File: src/safety_irq_pkg.sv
/* Interrupt line layout of the core-local controller.
   Lines below IrqExtBase are local; external lines follow from IrqExtBase up */
package safety_irq_pkg;

  // Machine timer alias of timer line 0
  localparam int IrqMtip = 7;

  localparam int IrqTimerBase = 16;
  localparam int NumTimerIrqs = 2;

  // Bus error units
  localparam int IrqInstrErr  = 18;
  localparam int IrqDataErr   = 19;
  localparam int IrqShadowErr = 20;

  localparam int IrqExtBase   = 32;
  localparam int NumLocalIrqs = 32;

  typedef logic [7:0] irq_level_t;

endpackage

File: src/safety_periph_pkg.sv
/* Register map of the core-local peripherals, relative to the peripheral base.
   Error-unit register offsets are decoded from the low 8 address bits */
package safety_periph_pkg;

  // Demux output indices
  localparam int RegbusOutIrqCtrl   = 0;
  localparam int RegbusOutInstrErr  = 1;
  localparam int RegbusOutDataErr   = 2;
  localparam int RegbusOutShadowErr = 3;
  localparam int NumCoreLocalPeriphs = 4;

  typedef logic [$clog2(NumCoreLocalPeriphs)-1:0] regbus_idx_t;

  localparam logic [31:0] IrqCtrlOffset   = 32'h0000_0000;
  localparam logic [31:0] IrqCtrlRange    = 32'h0000_1000;
  localparam logic [31:0] InstrErrOffset  = 32'h0000_1000;
  localparam logic [31:0] DataErrOffset   = 32'h0000_1100;
  localparam logic [31:0] ShadowErrOffset = 32'h0000_1200;
  localparam logic [31:0] ErrUnitRange    = 32'h0000_0100;

  // Error unit registers
  localparam logic [7:0] ErrStatusOffset = 8'h00;
  localparam logic [7:0] ErrAddrOffset   = 8'h04;
  localparam logic [7:0] ErrCodeOffset   = 8'h08;

  // Returned on an unmapped access
  localparam logic [31:0] RegErrVal = 32'hBADC_AB1E;

endpackage

File: src/local_irq_ctrl.sv
/* One word per source at 4*id: pending bit 0, enable bit 1, level 15:8.
   Sources are edge triggered; words beyond NumSources read as zero */
module local_irq_ctrl #(
  parameter int unsigned NumSources = 40
) (
  input  logic                            clk_i,
  input  logic                            rst_n_i,
  input  logic [NumSources-1:0]           intr_src_i,
  input  logic                            sel_valid_i,
  input  logic                            write_i,
  input  logic [11:0]                     offset_i,
  input  logic [31:0]                     wdata_i,
  output logic [31:0]                     rdata_o,
  output logic                            irq_valid_o,
  input  logic                            irq_ready_i,
  output logic [$clog2(NumSources)-1:0]   irq_id_o,
  output safety_irq_pkg::irq_level_t      irq_level_o
);

  localparam int unsigned IdW = $clog2(NumSources);

  logic [NumSources-1:0]      src_q, pending_q, enable_q, src_rise;
  safety_irq_pkg::irq_level_t level_q [NumSources];
  logic [9:0]                 reg_idx;
  logic                       reg_wr, irq_ack;
  logic                       best_valid;
  logic [IdW-1:0]             best_id;
  safety_irq_pkg::irq_level_t best_level;

  assign reg_idx  = offset_i[11:2];
  assign reg_wr   = sel_valid_i & write_i;
  assign src_rise = intr_src_i & ~src_q;
  assign irq_ack  = best_valid & irq_ready_i;

  // Ack clears, a new edge sets, a register write overrides both
  always_ff @(posedge clk_i or negedge rst_n_i) begin
    if (!rst_n_i) begin
      src_q     <= '0;
      pending_q <= '0;
      enable_q  <= '0;
      for (int i = 0; i < NumSources; i++) begin
        level_q[i] <= '0;
      end
    end else begin
      src_q <= intr_src_i;
      for (int i = 0; i < NumSources; i++) begin
        if (irq_ack && best_id == IdW'(i)) begin
          pending_q[i] <= 1'b0;
        end
        if (src_rise[i]) begin
          pending_q[i] <= 1'b1;
        end
        if (reg_wr && reg_idx == 10'(i)) begin
          pending_q[i] <= wdata_i[0];
          enable_q[i]  <= wdata_i[1];
          level_q[i]   <= wdata_i[15:8];
        end
      end
    end
  end

  // Highest level wins, later ids win ties
  always_comb begin
    best_valid = 1'b0;
    best_id    = '0;
    best_level = '0;
    for (int i = 0; i < NumSources; i++) begin
      if (pending_q[i] && enable_q[i] && level_q[i] != '0 && level_q[i] >= best_level) begin
        best_valid = 1'b1;
        best_id    = IdW'(i);
        best_level = level_q[i];
      end
    end
  end

  always_comb begin
    rdata_o = '0;
    for (int i = 0; i < NumSources; i++) begin
      if (reg_idx == 10'(i)) begin
        rdata_o = {16'h0000, level_q[i], 6'b00_0000, enable_q[i], pending_q[i]};
      end
    end
  end

  assign irq_valid_o = best_valid;
  assign irq_id_o    = best_id;
  assign irq_level_o = best_level;

endmodule

File: src/obi_err_unit.sv
/* Assumes in-order OBI responses; rvalid with nothing outstanding is ignored.
   STATUS holds the count below bit 8, so NumStoredErrors must stay under 256 */
module obi_err_unit #(
  parameter int unsigned NumBusErrBits   = 2,
  parameter int unsigned NumOutstanding  = 2,
  parameter int unsigned NumStoredErrors = 8
) (
  input  logic                     clk_i,
  input  logic                     rst_n_i,
  input  logic                     obi_req_i,
  input  logic                     obi_gnt_i,
  input  logic                     obi_rvalid_i,
  input  logic [31:0]              obi_addr_i,
  input  logic [NumBusErrBits-1:0] obi_err_i,
  input  logic                     sel_valid_i,
  input  logic                     write_i,
  input  logic [11:0]              offset_i,
  output logic [31:0]              rdata_o,
  output logic                     err_irq_o
);

  localparam int unsigned OutPtrW = (NumOutstanding > 1) ? $clog2(NumOutstanding) : 1;
  localparam int unsigned OutCntW = $clog2(NumOutstanding + 1);
  localparam int unsigned ErrPtrW = (NumStoredErrors > 1) ? $clog2(NumStoredErrors) : 1;
  localparam int unsigned ErrCntW = $clog2(NumStoredErrors + 1);

  logic [31:0]              out_addr_q [NumOutstanding];
  logic [OutPtrW-1:0]       out_wr_ptr_q, out_rd_ptr_q;
  logic [OutCntW-1:0]       out_cnt_q;
  logic [31:0]              err_addr_q [NumStoredErrors];
  logic [NumBusErrBits-1:0] err_code_q [NumStoredErrors];
  logic [ErrPtrW-1:0]       err_wr_ptr_q, err_rd_ptr_q;
  logic [ErrCntW-1:0]       err_cnt_q, err_cnt_d;
  logic                     overflow_q, err_irq_q;
  logic                     out_push, out_pop, err_seen, err_push, err_pop, err_full, clr_ovf;

  assign out_push = obi_req_i & obi_gnt_i;
  assign out_pop  = obi_rvalid_i & (out_cnt_q != '0);
  assign err_seen = out_pop & (obi_err_i != '0);
  assign err_full = (err_cnt_q == ErrCntW'(NumStoredErrors));
  assign err_pop  = sel_valid_i & ~write_i & (err_cnt_q != '0) &
                    (offset_i[7:0] == safety_periph_pkg::ErrCodeOffset);
  // A pop in the same cycle frees the slot
  assign err_push = err_seen & (~err_full | err_pop);
  assign clr_ovf  = sel_valid_i & write_i & (offset_i[7:0] == safety_periph_pkg::ErrStatusOffset);
  assign err_cnt_d = err_cnt_q + ErrCntW'(err_push) - ErrCntW'(err_pop);

  always_ff @(posedge clk_i or negedge rst_n_i) begin
    if (!rst_n_i) begin
      out_wr_ptr_q <= '0;
      out_rd_ptr_q <= '0;
      out_cnt_q    <= '0;
      err_wr_ptr_q <= '0;
      err_rd_ptr_q <= '0;
      err_cnt_q    <= '0;
      overflow_q   <= 1'b0;
      err_irq_q    <= 1'b0;
    end else begin
      if (out_push) begin
        out_wr_ptr_q <= (out_wr_ptr_q == OutPtrW'(NumOutstanding - 1)) ? '0 : out_wr_ptr_q + 1'b1;
      end
      if (out_pop) begin
        out_rd_ptr_q <= (out_rd_ptr_q == OutPtrW'(NumOutstanding - 1)) ? '0 : out_rd_ptr_q + 1'b1;
      end
      out_cnt_q <= out_cnt_q + OutCntW'(out_push) - OutCntW'(out_pop);
      if (err_push) begin
        err_wr_ptr_q <= (err_wr_ptr_q == ErrPtrW'(NumStoredErrors - 1)) ? '0 : err_wr_ptr_q + 1'b1;
      end
      if (err_pop) begin
        err_rd_ptr_q <= (err_rd_ptr_q == ErrPtrW'(NumStoredErrors - 1)) ? '0 : err_rd_ptr_q + 1'b1;
      end
      err_cnt_q <= err_cnt_d;
      // Dropped error wins over a clear in the same cycle
      if (err_seen && !err_push) begin
        overflow_q <= 1'b1;
      end else if (clr_ovf) begin
        overflow_q <= 1'b0;
      end
      err_irq_q <= (err_cnt_d != '0);
    end
  end

  always_ff @(posedge clk_i) begin
    if (out_push) begin
      out_addr_q[out_wr_ptr_q] <= obi_addr_i;
    end
    if (err_push) begin
      err_addr_q[err_wr_ptr_q] <= out_addr_q[out_rd_ptr_q];
      err_code_q[err_wr_ptr_q] <= obi_err_i;
    end
  end

  always_comb begin
    rdata_o = '0;
    case (offset_i[7:0])
      safety_periph_pkg::ErrStatusOffset: begin
        rdata_o[ErrCntW-1:0] = err_cnt_q;
        rdata_o[8]           = overflow_q;
      end
      safety_periph_pkg::ErrAddrOffset: begin
        if (err_cnt_q != '0) rdata_o = err_addr_q[err_rd_ptr_q];
      end
      safety_periph_pkg::ErrCodeOffset: begin
        if (err_cnt_q != '0) rdata_o[NumBusErrBits-1:0] = err_code_q[err_rd_ptr_q];
      end
      default: ;
    endcase
  end

  assign err_irq_o = err_irq_q;

endmodule

File: src/regbus_demux.sv
/* Single-cycle register bus decode; PeriphBaseAddr must be 4 KiB aligned.
   Offsets forwarded are the low 12 address bits, not window relative */
module regbus_demux #(
  parameter logic [31:0] PeriphBaseAddr = 32'h0020_0000
) (
  input  logic        reg_valid_i,
  input  logic        reg_write_i,
  input  logic [31:0] reg_addr_i,
  input  logic [31:0] reg_wdata_i,
  output logic        reg_ready_o,
  output logic [31:0] reg_rdata_o,
  output logic        reg_error_o,

  output logic [safety_periph_pkg::NumCoreLocalPeriphs-1:0]       sel_valid_o,
  output logic                                                    write_o,
  output logic [11:0]                                             offset_o,
  output logic [31:0]                                             wdata_o,
  input  logic [safety_periph_pkg::NumCoreLocalPeriphs-1:0][31:0] rdata_i
);

  logic [31:0] win_base [safety_periph_pkg::NumCoreLocalPeriphs];
  logic [31:0] win_size [safety_periph_pkg::NumCoreLocalPeriphs];
  safety_periph_pkg::regbus_idx_t sel_idx;
  logic hit;

  always_comb begin
    win_base[safety_periph_pkg::RegbusOutIrqCtrl]   = PeriphBaseAddr + safety_periph_pkg::IrqCtrlOffset;
    win_size[safety_periph_pkg::RegbusOutIrqCtrl]   = safety_periph_pkg::IrqCtrlRange;
    win_base[safety_periph_pkg::RegbusOutInstrErr]  = PeriphBaseAddr + safety_periph_pkg::InstrErrOffset;
    win_size[safety_periph_pkg::RegbusOutInstrErr]  = safety_periph_pkg::ErrUnitRange;
    win_base[safety_periph_pkg::RegbusOutDataErr]   = PeriphBaseAddr + safety_periph_pkg::DataErrOffset;
    win_size[safety_periph_pkg::RegbusOutDataErr]   = safety_periph_pkg::ErrUnitRange;
    win_base[safety_periph_pkg::RegbusOutShadowErr] = PeriphBaseAddr + safety_periph_pkg::ShadowErrOffset;
    win_size[safety_periph_pkg::RegbusOutShadowErr] = safety_periph_pkg::ErrUnitRange;
  end

  // Unsigned difference covers both window bounds
  always_comb begin
    hit     = 1'b0;
    sel_idx = '0;
    for (int i = 0; i < safety_periph_pkg::NumCoreLocalPeriphs; i++) begin
      if ((reg_addr_i - win_base[i]) < win_size[i]) begin
        hit     = 1'b1;
        sel_idx = safety_periph_pkg::regbus_idx_t'(i);
      end
    end
  end

  always_comb begin
    sel_valid_o = '0;
    if (reg_valid_i && hit) begin
      sel_valid_o[sel_idx] = 1'b1;
    end
  end

  assign write_o  = reg_write_i;
  assign offset_o = reg_addr_i[11:0];
  assign wdata_o  = reg_wdata_i;

  // No back-pressure, every access ends in its own cycle
  assign reg_ready_o = reg_valid_i;
  assign reg_error_o = reg_valid_i & ~hit;
  assign reg_rdata_o = hit ? rdata_i[sel_idx] : safety_periph_pkg::RegErrVal;

endmodule

File: src/safety_periph_top.sv
/* Core-local peripherals of the safety core: register demux, three bus error
   units and the interrupt controller. Line 21 is reserved and tied low */
module safety_periph_top #(
  parameter logic [31:0] PeriphBaseAddr  = 32'h0020_0000,
  parameter int unsigned NumExtIrqs      = 8,
  parameter int unsigned NumBusErrBits   = 2,
  parameter int unsigned NumOutstanding  = 2,
  parameter int unsigned NumStoredErrors = 8
) (
  input  logic        clk_i,
  input  logic        rst_n_i,
  input  logic        reg_valid_i,
  input  logic        reg_write_i,
  input  logic [31:0] reg_addr_i,
  input  logic [31:0] reg_wdata_i,
  output logic        reg_ready_o,
  output logic [31:0] reg_rdata_o,
  output logic        reg_error_o,

  input  logic                     instr_req_i,
  input  logic                     instr_gnt_i,
  input  logic                     instr_rvalid_i,
  input  logic [31:0]              instr_addr_i,
  input  logic [NumBusErrBits-1:0] instr_err_i,
  input  logic                     data_req_i,
  input  logic                     data_gnt_i,
  input  logic                     data_rvalid_i,
  input  logic [31:0]              data_addr_i,
  input  logic [NumBusErrBits-1:0] data_err_i,
  input  logic                     shadow_req_i,
  input  logic                     shadow_gnt_i,
  input  logic                     shadow_rvalid_i,
  input  logic [31:0]              shadow_addr_i,
  input  logic [NumBusErrBits-1:0] shadow_err_i,

  input  logic [NumExtIrqs-1:0]                   ext_irqs_i,
  input  logic [safety_irq_pkg::NumTimerIrqs-1:0] timer_irqs_i,
  input  logic                                    irq_ready_i,
  output logic                                    irq_valid_o,
  output logic [$clog2(NumExtIrqs + safety_irq_pkg::NumLocalIrqs)-1:0] irq_id_o,
  output safety_irq_pkg::irq_level_t              irq_level_o
);

  localparam int unsigned NumSources = NumExtIrqs + safety_irq_pkg::NumLocalIrqs;

  logic [safety_periph_pkg::NumCoreLocalPeriphs-1:0]       periph_sel;
  logic [safety_periph_pkg::NumCoreLocalPeriphs-1:0][31:0] periph_rdata;
  logic                                                    periph_write;
  logic [11:0]                                             periph_offset;
  logic [31:0]                                             periph_wdata;
  logic [2:0]                                              bus_err_irq;
  logic [NumSources-1:0]                                   irq_src;

  regbus_demux #(
    .PeriphBaseAddr ( PeriphBaseAddr )
  ) i_regbus_demux (
    .reg_valid_i,
    .reg_write_i,
    .reg_addr_i,
    .reg_wdata_i,
    .reg_ready_o,
    .reg_rdata_o,
    .reg_error_o,
    .sel_valid_o ( periph_sel    ),
    .write_o     ( periph_write  ),
    .offset_o    ( periph_offset ),
    .wdata_o     ( periph_wdata  ),
    .rdata_i     ( periph_rdata  )
  );

  obi_err_unit #(
    .NumBusErrBits   ( NumBusErrBits   ),
    .NumOutstanding  ( NumOutstanding  ),
    .NumStoredErrors ( NumStoredErrors )
  ) i_instr_err (
    .clk_i,
    .rst_n_i,
    .obi_req_i    ( instr_req_i    ),
    .obi_gnt_i    ( instr_gnt_i    ),
    .obi_rvalid_i ( instr_rvalid_i ),
    .obi_addr_i   ( instr_addr_i   ),
    .obi_err_i    ( instr_err_i    ),
    .sel_valid_i  ( periph_sel[safety_periph_pkg::RegbusOutInstrErr]   ),
    .write_i      ( periph_write   ),
    .offset_i     ( periph_offset  ),
    .rdata_o      ( periph_rdata[safety_periph_pkg::RegbusOutInstrErr] ),
    .err_irq_o    ( bus_err_irq[0] )
  );

  obi_err_unit #(
    .NumBusErrBits   ( NumBusErrBits   ),
    .NumOutstanding  ( NumOutstanding  ),
    .NumStoredErrors ( NumStoredErrors )
  ) i_data_err (
    .clk_i,
    .rst_n_i,
    .obi_req_i    ( data_req_i     ),
    .obi_gnt_i    ( data_gnt_i     ),
    .obi_rvalid_i ( data_rvalid_i  ),
    .obi_addr_i   ( data_addr_i    ),
    .obi_err_i    ( data_err_i     ),
    .sel_valid_i  ( periph_sel[safety_periph_pkg::RegbusOutDataErr]   ),
    .write_i      ( periph_write   ),
    .offset_i     ( periph_offset  ),
    .rdata_o      ( periph_rdata[safety_periph_pkg::RegbusOutDataErr] ),
    .err_irq_o    ( bus_err_irq[1] )
  );

  obi_err_unit #(
    .NumBusErrBits   ( NumBusErrBits   ),
    .NumOutstanding  ( NumOutstanding  ),
    .NumStoredErrors ( NumStoredErrors )
  ) i_shadow_err (
    .clk_i,
    .rst_n_i,
    .obi_req_i    ( shadow_req_i    ),
    .obi_gnt_i    ( shadow_gnt_i    ),
    .obi_rvalid_i ( shadow_rvalid_i ),
    .obi_addr_i   ( shadow_addr_i   ),
    .obi_err_i    ( shadow_err_i    ),
    .sel_valid_i  ( periph_sel[safety_periph_pkg::RegbusOutShadowErr]   ),
    .write_i      ( periph_write    ),
    .offset_i     ( periph_offset   ),
    .rdata_o      ( periph_rdata[safety_periph_pkg::RegbusOutShadowErr] ),
    .err_irq_o    ( bus_err_irq[2]  )
  );

  // Source vector, unlisted local lines stay zero
  always_comb begin
    irq_src = '0;
    irq_src[safety_irq_pkg::IrqMtip] = timer_irqs_i[0];
    irq_src[safety_irq_pkg::IrqTimerBase +: safety_irq_pkg::NumTimerIrqs] = timer_irqs_i;
    irq_src[safety_irq_pkg::IrqInstrErr]  = bus_err_irq[0];
    irq_src[safety_irq_pkg::IrqDataErr]   = bus_err_irq[1];
    irq_src[safety_irq_pkg::IrqShadowErr] = bus_err_irq[2];
    irq_src[safety_irq_pkg::IrqExtBase +: NumExtIrqs] = ext_irqs_i;
  end

  local_irq_ctrl #(
    .NumSources ( NumSources )
  ) i_local_irq_ctrl (
    .clk_i,
    .rst_n_i,
    .intr_src_i  ( irq_src       ),
    .sel_valid_i ( periph_sel[safety_periph_pkg::RegbusOutIrqCtrl]   ),
    .write_i     ( periph_write  ),
    .offset_i    ( periph_offset ),
    .wdata_i     ( periph_wdata  ),
    .rdata_o     ( periph_rdata[safety_periph_pkg::RegbusOutIrqCtrl] ),
    .irq_valid_o,
    .irq_ready_i,
    .irq_id_o,
    .irq_level_o
  );

endmodule

File: config.mk
export PLATFORM = sky130hd
export DESIGN_NAME = safety_periph_top
export DESIGN_NICKNAME = d
export VERILOG_FILES = /design/src/safety_irq_pkg.sv /design/src/safety_periph_pkg.sv /design/src/local_irq_ctrl.sv /design/src/obi_err_unit.sv /design/src/regbus_demux.sv /design/src/safety_periph_top.sv
export SDC_FILE = /design/constraint.sdc
export NUM_CORES = 2
export LEC_CHECK = 0
export ABC_CLOCK_PERIOD_IN_PS = 265200
export CORE_ASPECT_RATIO = 1.75
export CORE_MARGIN = 2
export CORE_UTILIZATION = 43
export DETAILED_ROUTE_END_ITERATION = 10
export DONT_BUFFER_PORTS = 1
export GPL_ROUTABILITY_DRIVEN = 0
export GPL_TIMING_DRIVEN = 0
export PLACE_DENSITY = 0.55
export REMOVE_ABC_BUFFERS = 1
export SLEW_MARGIN = 20
export SYNTH_ARGS = -nofsm -noshare
export SYNTH_HDL_FRONTEND = slang
export SYNTH_SLANG_ARGS = --single-unit
File: constraint.sdc
create_clock -name clk_i -period 265.2 [get_ports clk_i]
set_input_delay 53.04 -clock clk_i [delete_from_list [all_inputs] [get_ports clk_i]]
set_output_delay 53.04 -clock clk_i [all_outputs]
set_load 0.01 [all_outputs]
-- After elaboration in Yosys (flattened, before gate mapping)
Memories as Yosys holds them, arrays and structs flattened.
Cells that the tools add are included.
- bits in latches: 0
- memory bits (read-only): 0
- bits in writable memories: 1008
- output and inout port bits: 49
- register bits: 462
- logic and storage cells: 1006
- memories kept: 9
- reductions and logical operators: 306
- eq/ne operators: 89
- bitwise logic cells: 40
- $mul: 0
- add/sub/neg operators: 28
- divide/modulo/power cells: 0
- shift operators: 0
- mux-type cells: 343
- order comparisons: 46
- memories (memory ; depth ; bits a word ; read ports ; clocked after Yosys merged registers in ; wr ports ; RTL line ; source):
    i_data_err.err_addr_q ; 8 ; 32 ; 1 ; 0 ; 1 ; obi_err_unit.sv:30 ; logic [31:0] err_addr_q [NumStoredErrors];
    i_instr_err.err_addr_q ; 8 ; 32 ; 1 ; 0 ; 1 ; obi_err_unit.sv:30 ;
    i_shadow_err.err_addr_q ; 8 ; 32 ; 1 ; 0 ; 1 ; obi_err_unit.sv:30 ;
    i_data_err.out_addr_q ; 2 ; 32 ; 1 ; 0 ; 1 ; obi_err_unit.sv:27 ; logic [31:0] out_addr_q [NumOutstanding];
    i_instr_err.out_addr_q ; 2 ; 32 ; 1 ; 0 ; 1 ; obi_err_unit.sv:27 ;
    i_shadow_err.out_addr_q ; 2 ; 32 ; 1 ; 0 ; 1 ; obi_err_unit.sv:27 ;
    +3 memories ; n/a ; n/a ; n/a ; n/a ; n/a ; n/a ;
- operators with widths (operator ; count):
    16-bit two-way mux ; 40
    8-bit two-way mux ; 40
    8-bit nonzero test ; 40
    8-bit >= comparator ; 39
    1-bit logical AND ; 205
    1-bit two-way mux ; 191
    10-bit by 5-bit == test with 1-bit output, second input constant ; 16
    32-bit two-way mux ; 5
    32-bit by 22-bit subtractor with 32-bit output, second input constant ; 4
    3-bit nonzero test ; 40
    6-bit by 5-bit == test with 1-bit output, second input constant ; 16
    32-bit by 9-bit < comparator with 1-bit output, second input constant ; 3
    10-bit by 4-bit == test with 1-bit output, second input constant ; 8
    10-bit by 6-bit == test with 1-bit output, second input constant ; 8
    5-bit two-way mux ; 16
    23-bit two-way mux ; 3
    32-bit binary-select mux with 2-bit select ; 1
    6-bit by 4-bit == test with 1-bit output, second input constant ; 8
    6-bit == test, second input constant ; 8
    4-bit two-way mux ; 12
    6-bit two-way mux ; 8
    40-bit bitwise AND ; 1
    10-bit by 3-bit == test with 1-bit output, second input constant ; 4
    40-bit NOT ; 1
    other kinds (34) ; 135

-- Depth between registers and ports, before layout
- depth after elaboration: 126
- gate-level depth with buffers: 440
- mapped depth without buffers: 398

-- By module
Synthesis repeated with hierarchy kept, for this count alone.
- cell total of the unflattened synthesis: 6186
- area, all modules: 78474.0 µm²
- modules (own cells, without submodules) (module ; area each (µm²) ; times used ; cells each):
    local_irq_ctrl ; 34913.5 ; 1 ; 3882
    obi_err_unit at i_data_err ; 13674.4 ; 1 ; 633
    obi_err_unit at i_shadow_err ; 13669.4 ; 1 ; 633
    obi_err_unit at i_instr_err ; 13611.8 ; 1 ; 633
    regbus_demux ; 2601.2 ; 1 ; 404
    safety_periph_top ; 3.8 ; 1 ; 1

-- Least setup slack after synthesis
No wires, ideal clock.
- path kind: register -> output
- start point: register i_local_irq_ctrl.enable_q[0]
- end point: output irq_valid_o
- cell stages (with the launch flop): 404
- slack: 133.616 ns
- data required time: 212.160 ns
- buffers on the path: 46
- arrival time: 78.544 ns
- cells stage by stage: dfrtp_1 -> and2_1 -> clkbuf_1 -> clkbuf_1 -> nand2_1 -> ha_1 -> a2111o_1 -> a32oi_2 -> clkbuf_1 -> nand3_1 -> o21ai_0 -> inv_1 -> ha_1 -> and4_1 -> nand4_1 -> o31ai_2 -> mux2_2 -> ha_1 -> [... 368 more ...] -> nand3_1 -> o221ai_1 -> a31o_2 -> ha_1 -> nand2b_1 -> a21oi_1 -> nor2b_1 -> o21ai_0 -> nand2b_1 -> a21oi_1 -> nor2b_1 -> o21ai_0 -> nand2b_1 -> a21oi_1 -> nor2_1 -> nor2_1 -> nand3_1 -> or3_1
- longest elaborated chain between the ends: 121
- elaborated cells between the ends (all ways): 160
- RTL lines (what ; RTL line ; source):
    start, declared ; local_irq_ctrl.sv:22 ; logic [NumSources-1:0] src_q, pending_q, enable_q, src_rise;
    start signal, assigned by index ; local_irq_ctrl.sv:55 ; enable_q[i] <= wdata_i[1];
    1-bit logical AND * (3 in series) ; local_irq_ctrl.sv:68 ; if (pending_q[i] && enable_q[i] && level_q[i] != '0 && level_q[i] >= best_level) begin
    8-bit two-way mux ; local_irq_ctrl.sv:68 ;
    8-bit >= comparator ; local_irq_ctrl.sv:68 ;
    1-bit logical AND ; local_irq_ctrl.sv:68 ;
    8-bit two-way mux ; local_irq_ctrl.sv:68 ;
    8-bit >= comparator ; local_irq_ctrl.sv:68 ;
    1-bit logical AND ; local_irq_ctrl.sv:68 ;
    8-bit two-way mux ; local_irq_ctrl.sv:68 ;
    [... 103 more ...] ; n/a ;
    1-bit logical AND ; local_irq_ctrl.sv:68 ;
    8-bit two-way mux ; local_irq_ctrl.sv:68 ;
    8-bit >= comparator ; local_irq_ctrl.sv:68 ;
    1-bit logical AND ; local_irq_ctrl.sv:68 ;
    8-bit two-way mux ; local_irq_ctrl.sv:68 ;
    8-bit >= comparator ; local_irq_ctrl.sv:68 ;
    1-bit logical AND ; local_irq_ctrl.sv:68 ;
    1-bit two-way mux * ; local_irq_ctrl.sv:68 ;
    end, declared ; safety_periph_top.sv:39 ; output logic irq_valid_o,
Every way passes the cells marked *; elsewhere a longest branch is shown, timed or not.

-- Final worst setup path
- start point: register i_local_irq_ctrl.pending_q[0]
- end point: output irq_id_o[3] (netlist name)
- longest elaborated chain between the ends: 121
- elaborated cells between the ends (all ways): 152
- RTL lines (what ; RTL line ; source):
    start, declared ; local_irq_ctrl.sv:22 ;
    start signal, assigned by index ; local_irq_ctrl.sv:54 ; pending_q[i] <= wdata_i[0];
    1-bit logical AND * (3 in series) ; local_irq_ctrl.sv:68 ;
    8-bit two-way mux * ; local_irq_ctrl.sv:68 ;
    8-bit >= comparator ; local_irq_ctrl.sv:68 ;
    1-bit logical AND ; local_irq_ctrl.sv:68 ;
    8-bit two-way mux * ; local_irq_ctrl.sv:68 ;
    8-bit >= comparator ; local_irq_ctrl.sv:68 ;
    1-bit logical AND ; local_irq_ctrl.sv:68 ;
    8-bit two-way mux * ; local_irq_ctrl.sv:68 ;
    [... 103 more ...] ; n/a ;
    1-bit logical AND ; local_irq_ctrl.sv:68 ;
    8-bit two-way mux ; local_irq_ctrl.sv:68 ;
    8-bit >= comparator ; local_irq_ctrl.sv:68 ;
    1-bit logical AND ; local_irq_ctrl.sv:68 ;
    8-bit two-way mux ; local_irq_ctrl.sv:68 ;
    8-bit >= comparator ; local_irq_ctrl.sv:68 ;
    1-bit logical AND ; local_irq_ctrl.sv:68 ;
    6-bit two-way mux * ; local_irq_ctrl.sv:68 ;
    end, declared ; safety_periph_top.sv:40 ; output logic [$clog2(NumExtIrqs + safety_irq_pkg::NumLocalIrqs)-1:0] irq_id_o,
Marked as above.

==> results.yml <==
run_status:
  outcome: "complete, but fails checks"
  violations: "slew limit"
clocking:
  ctsRootBufferMaster: "clkbuf_16"
  holdBufCountCts: 0
  htreeDepth: 4
  clkSinkCount: 1469
  clock_latency_ns: 0.82
  post_cts_resized: 0
  cts_tree: "done"
  clkTransAtPathRegs_ns: 0.06
  cts_setup_buffers: 0
  numCtsBuffers: 151
  clockBufferDepth: 4
timing:
  fin_setup_tns_ns: 0
  period_share_pct: 56.7
  min_period_ns: 150.45
  hold_slack_ns: 0.377
  slew_viol_final: 237
  worst_pin_slew_ns: 2.49
  clock_skew_ns: 0.0564
  slew_headroom_pct: -66.3
  fmax_ghz: 0.00665
  finalHoldViolations: 0
  setup_viol: 0
  rsz0062_at_grt: "no"
yosys:
  syn_avg_cell_area_um2: 12.9
  synth_warnings: 0
  synth_edf_count: 1008
  synth-seq-cells: 1469
  synth_ff_type: "edfxtp_1"
  seq_area_frac_synth_pct: 55.6
  ys_types: 103
  syn-cell-area_um2: 75200
  synth-async-reset-ratio_pct: 31.4
  synth_cells: 5817
critical_path:
  worstPathArrival_ns: 97.41
  critPathCaptureType: "primary output"
  slowest_stage: "o31ai_1"
  critPathMaxStageDelay_ns: 1.10
  crit_top_cell: "ha_1"
  crit_path_start_kind: "register"
  required_ns: 212.16
  critPathKind: "register to primary output"
  cp_max_fo: 27
die:
  initial_core_util_pct: 43.2
  chipHeight_um: 557
  die-width_um: 320
  die-area_um2: 178000
  boundaryPins: 239
  coreArea_um2: 174000
  fp-row-count: 203
placement:
  io_buffers: 0
  placed_cells: 7949
  hpwlAfterDp_um: 191000
cells_and_area:
  syn_to_final_growth_pct: 11.9
  final_core_util_pct: 48.3
  final_cell_count_no_fill: 8213
  layout.nets: 6358
  drive_gt1_share_pct: 20.8
  fill_cells: 15348
drt:
  avgRoutedWirePerCell_um: 31.7
  vias: 52347
  drt_pre_antenna_iters: 7
  drc: 0
  wl_um: 261000
  postRouteAntennaNets: 0
  initialDrtViolationCount: 5162
  vias_per_cell: 6.37
worst_hold_path:
  holdCritPathClass: "register to register"
power_and_ir_drop:
  leakagePower_uw: 0.0311
  ir_worst_vdd_mv: 0.00858
  powerDensity_nw_per_um2: 6.66
grt:
  antenna_found_initial: 14
  gr-total-overflow: 0
  grt_usage_pct: 29.1
  grt_pass1_wl_um: 376000
  first_global_vias: 53188
  grt_max_degree: 462
flow_run:
  cap_viol_max_count: 0
-- Yosys cell counts (34+ instances only) --
cell type  number  area share (%)
edfxtp_1     1008              40
mux2_2        474             7.1
dfrtp_1       461              15
nand2_1       390             1.9
nor2_1        320             1.6
ha_1          316             5.3
a21oi_1       312             2.1
o21ai_0       252             1.7
clkbuf_1      251             1.3
mux4_2        207             6.2
inv_1         190            0.95
mux2i_1       127             1.7
a21o_1         98            0.98
nand3_1        88            0.59
nor4_1         84            0.70
o21a_1         82            0.82
nand2b_1       81            0.67
a22oi_1        74            0.74
nor3_1         71            0.47
o211ai_1       54            0.54
a221oi_1       51            0.59
and2_1         50            0.42
nor3b_1        46            0.46
nand4_1        41            0.34
a211oi_1       39            0.39
o22ai_1        37            0.31
a22o_1         34            0.40
a31oi_1        34            0.28
-- worst max-delay path, delay by kind of cell (launching register included) --
family | cells | cell delay [ns]
adder cells (fa/ha/maj) | 40 | 11.68
AO/OA/AOI/OAI | 188 | 54.65
multiplexers | 6 | 2.38
AND/OR/NAND/NOR | 110 | 24.49
flip-flops | 1 | 0.43
buffers and inverters | 17 | 2.74
-- state kept, by name (all words and copies together), names as in the netlist, 4 cells and up --
name,count
i_data_err.err_addr_q,256
i_instr_err.out_addr_q,64
i_shadow_err.err_code_q,16
i_local_irq_ctrl.enable_q,40
i_shadow_err.out_addr_q,64
i_local_irq_ctrl.pending_q,40
i_instr_err.err_cnt_q,4
i_instr_err.err_addr_q,256
i_data_err.err_code_q,16
i_data_err.out_addr_q,64
i_shadow_err.err_addr_q,256
i_local_irq_ctrl.level_q,320
i_shadow_err.err_cnt_q,4
i_local_irq_ctrl.src_q,13
i_instr_err.err_code_q,16
i_data_err.err_cnt_q,4
-- cells in the final DEF (no fill, tap or decap), drive strengths merged, types with 35 or more instances in the layout --
| cell type | count |
|---|---|
| nand2b | 81 |
| a31oi | 35 |
| nor3b | 48 |
| a21o | 98 |
| o211ai | 58 |
| inv | 191 |
| a221oi | 52 |
| and2 | 50 |
| nand3 | 89 |
| nand2 | 390 |
| clkinv | 43 |
| o21a | 82 |
| mux2 | 475 |
| a21oi | 313 |
| mux4 | 207 |
| nor2 | 321 |
| nand4 | 41 |
| clkbuf | 198 |
| nor3 | 71 |
| o22ai | 37 |
| ha | 316 |
| dfrtp | 461 |
| a211oi | 42 |
| nor4 | 85 |
| or2 | 36 |
| edfxtp | 1008 |
| o21ai | 272 |
| mux2i | 127 |
| a22oi | 74 |
| buf | 161 |
-- power by group --
group / switching (uW) / internal [uW]
sequential: 7.66 / 278
clock: 90.9 / 120
combinational: 39.7 / 23.7
total: 138 / 422
-- stage by stage --
stage / power (uW) / setup slack, ns / instance area [um^2]
floorplan: 325 / 132.37 / 74100
global placement: 346 / 105.69 / 77000
detailed placement: 355 / 117.27 / 79300
CTS: 566 / 116.17 / 84100
global route: 579 / 109.29 / 84200
finish: 560 / 114.75 / 84200
-- area by class of cell --
type	instances	area, um^2	area share [%]
antenna	4	10.0	0.0119
clock buffer	198	4160	4.94
clock inverter	60	627	0.745
inverter	190	713	0.847
multi-input combinational	3876	32100	38.1
sequential	1469	41800	49.7
tap	2255	2820	3.35
timing repair buffer	161	1910	2.27
-- final timing paths --
path,from,endpoint,slack (ns),cells after the start
min in group asynchronous,rst_n_i,i_local_irq_ctrl.level_q[278],51.96,0
min reg2reg,i_shadow_err.err_irq_o,i_local_irq_ctrl.src_q[20],0.38,0
max,i_local_irq_ctrl.pending_q[0],irq_id_o[3],114.75,361
max in group asynchronous,rst_n_i,i_instr_err.err_rd_ptr_q[0],211.21,0
max reg2reg,i_local_irq_ctrl.pending_q[0],i_local_irq_ctrl.pending_q[26],167.45,364
min,i_shadow_err.err_irq_o,i_local_irq_ctrl.src_q[20],0.38,0
-- routing by layer --
layer,vias up,wire length [um],track usage [%]
met5,-,51,0
met4,8,25300,22.7
met3,992,18200,5.97
met2,2442,130000,50.9
met1,26212,87000,30.6
li1,22693,-,-
-- cell families after synthesis --
kind of cell,after synthesis,synth area share [%]
simple gates,1369,9.12
fa+ha+maj,327,5.44
mux,809,15.0
compound gates,1330,12.0
buf+inv,472,2.38
xor+xnor,41,0.477
flops,1469,55.6
No activity file was read; power rests on OpenSTA's default activity.
